## src/verilog/req_buf_params.svh

```systemverilog
`ifndef REQ_BUF_PARAMS_SVH
`define REQ_BUF_PARAMS_SVH

// Number of FIFO lanes behind the router
// Not a power of two, so the top destination code has no lane
`define REQ_BUF_NUM_LANES 3

// Destination field width in the request
// Must cover every lane index
`define REQ_BUF_DEST_W 2

// Storage slots per lane
// One slot stays unused to tell full from empty, so 3 usable entries
`define REQ_BUF_DEPTH 4

// Payload width of one request
`define REQ_BUF_DATA_W 16

// Opcode field width
// Fixed by the opcode enum in the package
`define REQ_BUF_OP_W 2

`endif

```

## src/verilog/req_buf_pkg.sv

```systemverilog
`include "req_buf_params.svh"

package req_buf_pkg;

    // Request opcode
    // Carried from input to output untouched, never decoded in the buffer
    typedef enum logic [`REQ_BUF_OP_W-1:0] {
        OP_READ  = 2'd0,
        OP_WRITE = 2'd1,
        OP_FLUSH = 2'd2
    } req_op_e;

    // One memory request as it travels through the buffer
    // Field order sets the bit layout: dest on top, payload in the low bits
    typedef struct packed {
        // Target lane, may point past the last lane
        logic [`REQ_BUF_DEST_W-1:0] dest;
        // Opcode, payload only
        req_op_e                    op;
        // Request data
        logic [`REQ_BUF_DATA_W-1:0] data;
    } req_t;

    // One bit per lane
    // Used for full, empty, push and pop vectors
    typedef logic [`REQ_BUF_NUM_LANES-1:0] lane_vec_t;

    // Index of a single lane
    // Sized for the lane count, not for the dest field
    typedef logic [$clog2(`REQ_BUF_NUM_LANES)-1:0] lane_idx_t;

endpackage : req_buf_pkg

```

## src/verilog/fifo.sv

```systemverilog
module fifo #(
    parameter int DATA_W = 16,
    parameter int DEPTH  = 4
) (
    input  logic               clk,
    input  logic               rst_n,
    input  logic               push,
    input  req_buf_pkg::req_t  push_data,
    input  logic               pop,
    output req_buf_pkg::req_t  pop_data,
    output logic               full,
    output logic               empty
);

    import req_buf_pkg::*;

    // Whole entry width and the part above the payload
    localparam int ENTRY_W = $bits(req_t);
    localparam int CTRL_W  = ENTRY_W - DATA_W;
    // DEPTH of at least 2 assumed
    localparam int PTR_W   = $clog2(DEPTH);

    // Storage split into a small control array and the payload array
    logic [CTRL_W-1:0] ctrl_mem [DEPTH];
    logic [DATA_W-1:0] data_mem [DEPTH];

    logic [PTR_W-1:0] rd_ptr;
    logic [PTR_W-1:0] wr_ptr;
    logic [PTR_W-1:0] wr_ptr_inc;
    logic [PTR_W-1:0] rd_ptr_inc;

    // Pointer step with wrap at DEPTH
    // Works for depths that are not powers of two
    function automatic logic [PTR_W-1:0] ptr_inc(input logic [PTR_W-1:0] ptr);
        logic [PTR_W-1:0] nxt;
        nxt = (ptr == PTR_W'(DEPTH - 1)) ? '0 : ptr + 1'b1;
        return nxt;
    endfunction

    assign wr_ptr_inc = ptr_inc(wr_ptr);
    assign rd_ptr_inc = ptr_inc(rd_ptr);

    // Equal pointers mean nothing stored
    assign empty = (wr_ptr == rd_ptr);
    // One more write would catch up with the read side, DEPTH-1 stored
    assign full  = (wr_ptr_inc == rd_ptr);

    // Head entry, visible without a pop
    assign pop_data = {ctrl_mem[rd_ptr], data_mem[rd_ptr]};

    // Entry write on push
    always_ff @(posedge clk) begin
        if (push) begin
            ctrl_mem[wr_ptr] <= push_data[ENTRY_W-1:DATA_W];
            data_mem[wr_ptr] <= push_data[DATA_W-1:0];
        end
    end

    // Pointer update
    // Push and pop in one cycle move both pointers
    always_ff @(posedge clk) begin
        if (!rst_n) begin
            wr_ptr <= '0;
            rd_ptr <= '0;
        end else begin
            if (push) begin
                wr_ptr <= wr_ptr_inc;
            end
            if (pop) begin
                rd_ptr <= rd_ptr_inc;
            end
        end
    end

    // Writer must check full first
    a_no_push_full: assert property (
        @(posedge clk) disable iff (!rst_n) full |-> !push
    ) else $error("fifo: push while full");

    // Reader must check empty first
    a_no_pop_empty: assert property (
        @(posedge clk) disable iff (!rst_n) empty |-> !pop
    ) else $error("fifo: pop while empty");

endmodule : fifo

```

## src/verilog/req_router.sv

```systemverilog
`include "req_buf_params.svh"

module req_router (
    input  logic                   clk,
    input  logic                   rst_n,
    input  logic                   in_valid,
    input  req_buf_pkg::req_t      in_req,
    input  req_buf_pkg::lane_vec_t lane_full,
    output req_buf_pkg::lane_vec_t push,
    output req_buf_pkg::req_t      push_data,
    output logic                   rej
);

    import req_buf_pkg::*;

    // Destination points at an existing lane
    logic dest_in_range;
    // Strobe landed in some lane this cycle
    logic accepted;

    assign dest_in_range = (in_req.dest < `REQ_BUF_NUM_LANES);

    // One-hot decode of dest
    // A full target lane or an unknown dest leaves push at zero
    always_comb begin
        push = '0;
        for (int i = 0; i < `REQ_BUF_NUM_LANES; i++) begin
            if (in_valid && dest_in_range && (in_req.dest == `REQ_BUF_DEST_W'(i))) begin
                push[i] = !lane_full[i];
            end
        end
    end

    assign accepted = |push;

    // Same request word goes to every lane and push picks the taker
    assign push_data = in_req;

    // Reject flag one cycle after the dropped strobe
    always_ff @(posedge clk) begin
        if (!rst_n) begin
            rej <= 1'b0;
        end else begin
            rej <= in_valid && !accepted;
        end
    end

    // A lane reporting full never receives a push
    a_no_push_to_full: assert property (
        @(posedge clk) disable iff (!rst_n) (push & lane_full) == '0
    ) else $error("req_router: push to full lane");

endmodule : req_router

```

## src/verilog/rr_drain.sv

```systemverilog
`include "req_buf_params.svh"

module rr_drain (
    input  logic                   clk,
    input  logic                   rst_n,
    input  req_buf_pkg::lane_vec_t lane_empty,
    input  req_buf_pkg::req_t      lane_head [`REQ_BUF_NUM_LANES],
    input  logic                   out_stall,
    output req_buf_pkg::lane_vec_t pop,
    output logic                   out_valid,
    output req_buf_pkg::req_t      out_req
);

    import req_buf_pkg::*;

    // Lane served most recently
    lane_idx_t last_q;
    // Lane chosen this cycle
    lane_idx_t grant_idx;
    logic      grant_vld;

    // Lane that sits step positions after base, wrapping at the lane count
    function automatic lane_idx_t lane_after(input lane_idx_t base, input int step);
        int sum;
        sum = int'(base) + step;
        return lane_idx_t'(sum % `REQ_BUF_NUM_LANES);
    endfunction

    // Round-robin search
    // Starts one past the last grant, so last_q itself is tried last
    always_comb begin
        grant_vld = 1'b0;
        grant_idx = last_q;
        for (int k = 1; k <= `REQ_BUF_NUM_LANES; k++) begin
            if (!grant_vld && !out_stall && !lane_empty[lane_after(last_q, k)]) begin
                grant_vld = 1'b1;
                grant_idx = lane_after(last_q, k);
            end
        end
    end

    // Pop only the granted lane
    always_comb begin
        pop = '0;
        if (grant_vld) begin
            pop[grant_idx] = 1'b1;
        end
    end

    // Pointer moves only on a grant
    // Reset value is the top lane so lane 0 goes first
    always_ff @(posedge clk) begin
        if (!rst_n) begin
            last_q <= lane_idx_t'(`REQ_BUF_NUM_LANES - 1);
        end else if (grant_vld) begin
            last_q <= grant_idx;
        end
    end

    // Output strobe
    always_ff @(posedge clk) begin
        if (!rst_n) begin
            out_valid <= 1'b0;
        end else begin
            out_valid <= grant_vld;
        end
    end

    // Head of the popped lane, captured on the popping edge
    always_ff @(posedge clk) begin
        if (grant_vld) begin
            out_req <= lane_head[grant_idx];
        end
    end

    // At most one lane drained per cycle
    a_pop_onehot0: assert property (
        @(posedge clk) disable iff (!rst_n) $onehot0(pop)
    ) else $error("rr_drain: more than one pop");

    // Stall blocks the pop and so the strobe one cycle later
    a_stall_no_pop: assert property (
        @(posedge clk) disable iff (!rst_n) out_stall |-> (pop == '0) ##1 !out_valid
    ) else $error("rr_drain: activity under stall");

endmodule : rr_drain

```

## src/verilog/req_buf_top.sv

```systemverilog
`include "req_buf_params.svh"

module req_buf_top (
    input  logic                   clk,
    input  logic                   rst_n,
    input  logic                   in_valid,
    input  req_buf_pkg::req_t      in_req,
    output req_buf_pkg::lane_vec_t lane_full,
    output logic                   rej,
    input  logic                   out_stall,
    output logic                   out_valid,
    output req_buf_pkg::req_t      out_req
);

    import req_buf_pkg::*;

    // Router to lanes
    lane_vec_t push_vec;
    req_t      push_data;

    // Lanes to drain
    lane_vec_t empty_vec;
    req_t      lane_head [`REQ_BUF_NUM_LANES];

    // Drain to lanes
    lane_vec_t pop_vec;

    // Steers each strobe into one lane or drops it
    // Sees the same full bits that leave on lane_full
    req_router i_req_router (
        .clk       (clk),
        .rst_n     (rst_n),
        .in_valid  (in_valid),
        .in_req    (in_req),
        .lane_full (lane_full),
        .push      (push_vec),
        .push_data (push_data),
        .rej       (rej)
    );

    // One FIFO per lane, all fed the same push_data
    for (genvar i = 0; i < `REQ_BUF_NUM_LANES; i++) begin : g_lane
        fifo #(
            .DATA_W (`REQ_BUF_DATA_W),
            .DEPTH  (`REQ_BUF_DEPTH)
        ) i_fifo (
            .clk       (clk),
            .rst_n     (rst_n),
            .push      (push_vec[i]),
            .push_data (push_data),
            .pop       (pop_vec[i]),
            .pop_data  (lane_head[i]),
            .full      (lane_full[i]),
            .empty     (empty_vec[i])
        );
    end

    // Round-robin merge of the lanes onto the output port
    rr_drain i_rr_drain (
        .clk        (clk),
        .rst_n      (rst_n),
        .lane_empty (empty_vec),
        .lane_head  (lane_head),
        .out_stall  (out_stall),
        .pop        (pop_vec),
        .out_valid  (out_valid),
        .out_req    (out_req)
    );

endmodule : req_buf_top

```

## config.mk

```make
export PLATFORM = sky130hd
export DESIGN_NAME = req_buf_top
export DESIGN_NICKNAME = d
export VERILOG_FILES = /design/src/verilog/req_buf_pkg.sv /design/src/verilog/fifo.sv /design/src/verilog/req_router.sv /design/src/verilog/rr_drain.sv /design/src/verilog/req_buf_top.sv
export VERILOG_INCLUDE_DIRS = /design/src /design/src/verilog
export SDC_FILE = /design/constraint.sdc
export NUM_CORES = 1
export LEC_CHECK = 0
export ABC_CLOCK_PERIOD_IN_PS = 2600
export BUFFER_PORTS_ARGS = -buffer_cell sky130_fd_sc_hd__buf_2
export CORE_ASPECT_RATIO = 2
export CORE_MARGIN = 2
export CORE_UTILIZATION = 55
export DETAILED_ROUTE_END_ITERATION = 7
export PLACE_DENSITY = 0.83
export SYNTH_ARGS = -nofsm -noshare
export SYNTH_HDL_FRONTEND = slang
export SYNTH_HIERARCHICAL = 1
export SYNTH_SLANG_ARGS = --single-unit
```

## constraint.sdc

```tcl
create_clock -name clk -period 2.6 [get_ports clk]
set_input_delay 0.26 -clock clk [delete_from_list [all_inputs] [get_ports clk]]
set_output_delay 0.26 -clock clk [all_outputs]
set_load 0.01 [all_outputs]
```

==> out/results.ini <==
[outcome]
status = finished with violations
violations = negative setup slack

[setup_path]
cp_max_fo = 5
arrival_ns = 3.07
endpoint_kind = register
start_kind = register
cp.required_ns = 2.85
critical_path_class = register to register

[logic_synthesis]
syn_area_per_cell_um2 = 20.5
synth_largest_area_cell = edfxtp_1
synth_nets = 589
synth_seq_cells = 282
ys_types = 46
synth_top_area_frac = 0.695
yosysSeqAreaShare = 0.734
synthTopCellsByArea = edfxtp_1 (69%), mux4_2 (12%), dfxtp_1 (3.9%), mux2i_1 (2.6%), ha_1 (2.0%)
synth_enable_flop_cells = 260
syn_area_um2 = 11200
ys.flop_type = edfxtp_1
yosysWarnings = 6
async_reset_ff_frac = 0
synth_cells = 547

[routing]
drt-met1-wl_um = 9010
dr.pass1.iters = 5
maxUsedRoutingLayer = met4
viasPerCell = 6.22
drt_wl_total_um = 26500
dr_total_vias = 5839
dr.first_iter.drc_count = 601
wl_met2_um = 14400
routedWlPerCell_um = 28.2
wl_met3_um = 1860
final_antenna_net_count = 0
drcViolationCount = 0

[sta]
rsz0062_at_grt = true
post-route-period-util = 1.09
holdWs_ns = 0.0892
maxSlewHeadroom = 0.675
final_max_slew_viol_count = 0
timing.fmax_mhz = 354
tightest_slew_ns = 0.487
fin_ws_ns = -0.227
fin_crit_ns = 2.83
setup_viol = 30
skew_ns = 0.0127
hold_violations = 0

[placed_design]
gp_congestion = 0.803
port_buffers = 48
dp_hpwl_um = 13700
pre_cts_ws_ns = -0.278

[layout]
drive_gt1_frac = 0.398
nets = 699
final_common_cell = edfxtp_1
n_antenna_cell = 0
multi_input_area_um2 = 2930
layout_common_cells = edfxtp_1 (260), mux4_2 (60), buf_4 (50)
ff_latch_area_um2 = 8270
nFillCells = 1219
syn2layout_area_growth_pct = 19.3

[global_routing]
first_global_vias = 6220
track_usage = 0.244
grt_overflow_total = 0
antenna_found_initial = 0
grt_first_pass_wirelength_um = 38400
grt_max_degree = 21

[die]
die_x_um = 105
row_count = 74
num_io_pins = 49
core_um2 = 20300
start_util = 0.554
dieHeight_um = 206
dieArea_um2 = 21700

[clocking]
cts.htree.levels = 1
clk_path_buf_depth = 3
insertion_delay_ns = 0.51
cts_buffers = 22
clk_pin_slew_worst_paths_ns = 0.07
cts.sinks = 282
cts_tree = done
cts_root_buf = clkbuf_16

[hold_path]
hp-class = input pin to register

[run]
max-cap-violations = 0

[pwr]
pwr_density_cell_nw_per_um2 = 1120
leakage_uw = 0.00455
vdd_drop_max_v = 0.000842

## cell type report
type | instances | share of cell area
Clock buffer | 29 | 0.0446
Clock inverter | 11 | 0.00971
Inverter | 14 | 0.00392
Multi-Input combinational cell | 212 | 0.219
Sequential cell | 282 | 0.617
Tap cell | 266 | 0.0248
Timing Repair Buffer | 125 | 0.0814
## per-stage QoR
step | area [um2] | utilization | total power (uW) | TNS, ns | std cells
2_1_floorplan | 11300 | - | 8450 | 0 | 547
3_3_place_gp | 12100 | 0.595 | 9580 | -0.341 | 867
3_5_place_dp | 12100 | 0.595 | 9800 | -4.93 | 867
4_1_cts | 13300 | 0.656 | 14600 | -0.536 | 935
5_1_grt | 13400 | 0.661 | 15400 | -6.59 | 939
6_report | 13400 | 0.661 | 15000 | -4.76 | 939
## where the power goes
part / internal, uW / leakage, uW / switching [uW]
Combinational: 2740 / 0.00166 / 3190
Clock: 1930 / 0.000347 / 1510
Sequential: 5540 / 0.00254 / 120
## state kept, by name, summed over array words and instances (netlist names), named ones only
| signal | count |
|---|---|
| i_rr_drain/out_req | 20 |
| i_rr_drain/out_valid | 1 |
| g_lane.i_fifo/wr_ptr | 6 |
| g_lane.i_fifo/ctrl_mem | 48 |
| i_rr_drain/last_q | 2 |
| g_lane.i_fifo/rd_ptr | 6 |
| g_lane.i_fifo/data_mem | 192 |
| i_req_router/rej | 1 |
## layer usage
metal  track usage  vias to the layer above
met3        0.0353                       81
met4         0.112                        0
met5             0                        -
li1              -                     2412
met2         0.445                      320
met1         0.284                     3026
## repair_timing
action | in CTS | in global routing
cloned | 3 | 1
pin swaps | 36 | 9
hold buffers | 1 | 0
resized for setup | 56 | 16
endpoints found under the hold margin | 1 | 0
buffers inserted | 25 | 4
setup endpoints to repair | 32 | 48
## worst paths after layout
kind,slack [ns],startpoint,depth (start not counted),end
setup reg to reg,-0.23,g_lane[0].i_fifo/wr_ptr[1]$_SDFFE_PN0P_,11,i_rr_drain/out_req[7]$_DFFE_PP_
hold reg to reg,0.65,g_lane[1].i_fifo/wr_ptr[0]$_SDFFE_PN0P_,3,g_lane[1].i_fifo/wr_ptr[0]$_SDFFE_PN0P_
setup / recovery,-0.23,g_lane[0].i_fifo/wr_ptr[1]$_SDFFE_PN0P_,11,i_rr_drain/out_req[7]$_DFFE_PP_
hold / removal,0.09,in_req[17],1,g_lane[1].i_fifo/ctrl_mem[0][1]$_DFFE_PP_
## Yosys cell counts, types with 8 or more instances
| cell type | instances |
|---|---|
| ha_1 | 18 |
| dfxtp_1 | 22 |
| edfxtp_1 | 260 |
| and2_1 | 16 |
| nor2b_1 | 10 |
| buf_4 | 20 |
| mux4_2 | 60 |
| inv_1 | 14 |
| o2bb2ai_1 | 20 |
| buf_2 | 8 |
| mux2i_1 | 29 |
## logic make-up (layout without fill, tap and decap cells)
group | count (synthesis) | in the layout | share of synthesized area
flip-flops | 282 | 282 | 0.734
buffers and inverters | 53 | 179 | 0.0314
adder cells (fa/ha/maj) | 18 | 18 | 0.0200
AND/OR/NAND/NOR | 57 | 57 | 0.0323
multiplexers | 89 | 89 | 0.146
XOR/XNOR | 9 | 9 | 0.00702
AO/OA/AOI/OAI | 39 | 39 | 0.0292
## critical path, cell delays in order, from the launching register on
cell and delay, ns:
dfxtp_2 0.38, xor2_4 0.19, nor2_4 0.08, buf_4 0.15, mux2i_4 0.19, o221ai_4 0.19
or3_4 0.40, o22ai_4 0.32, buf_6 0.17, buf_12 0.14, mux2i_2 0.25, o2bb2ai_1 0.10
Note: power is estimated with default switching activity, not from simulation.
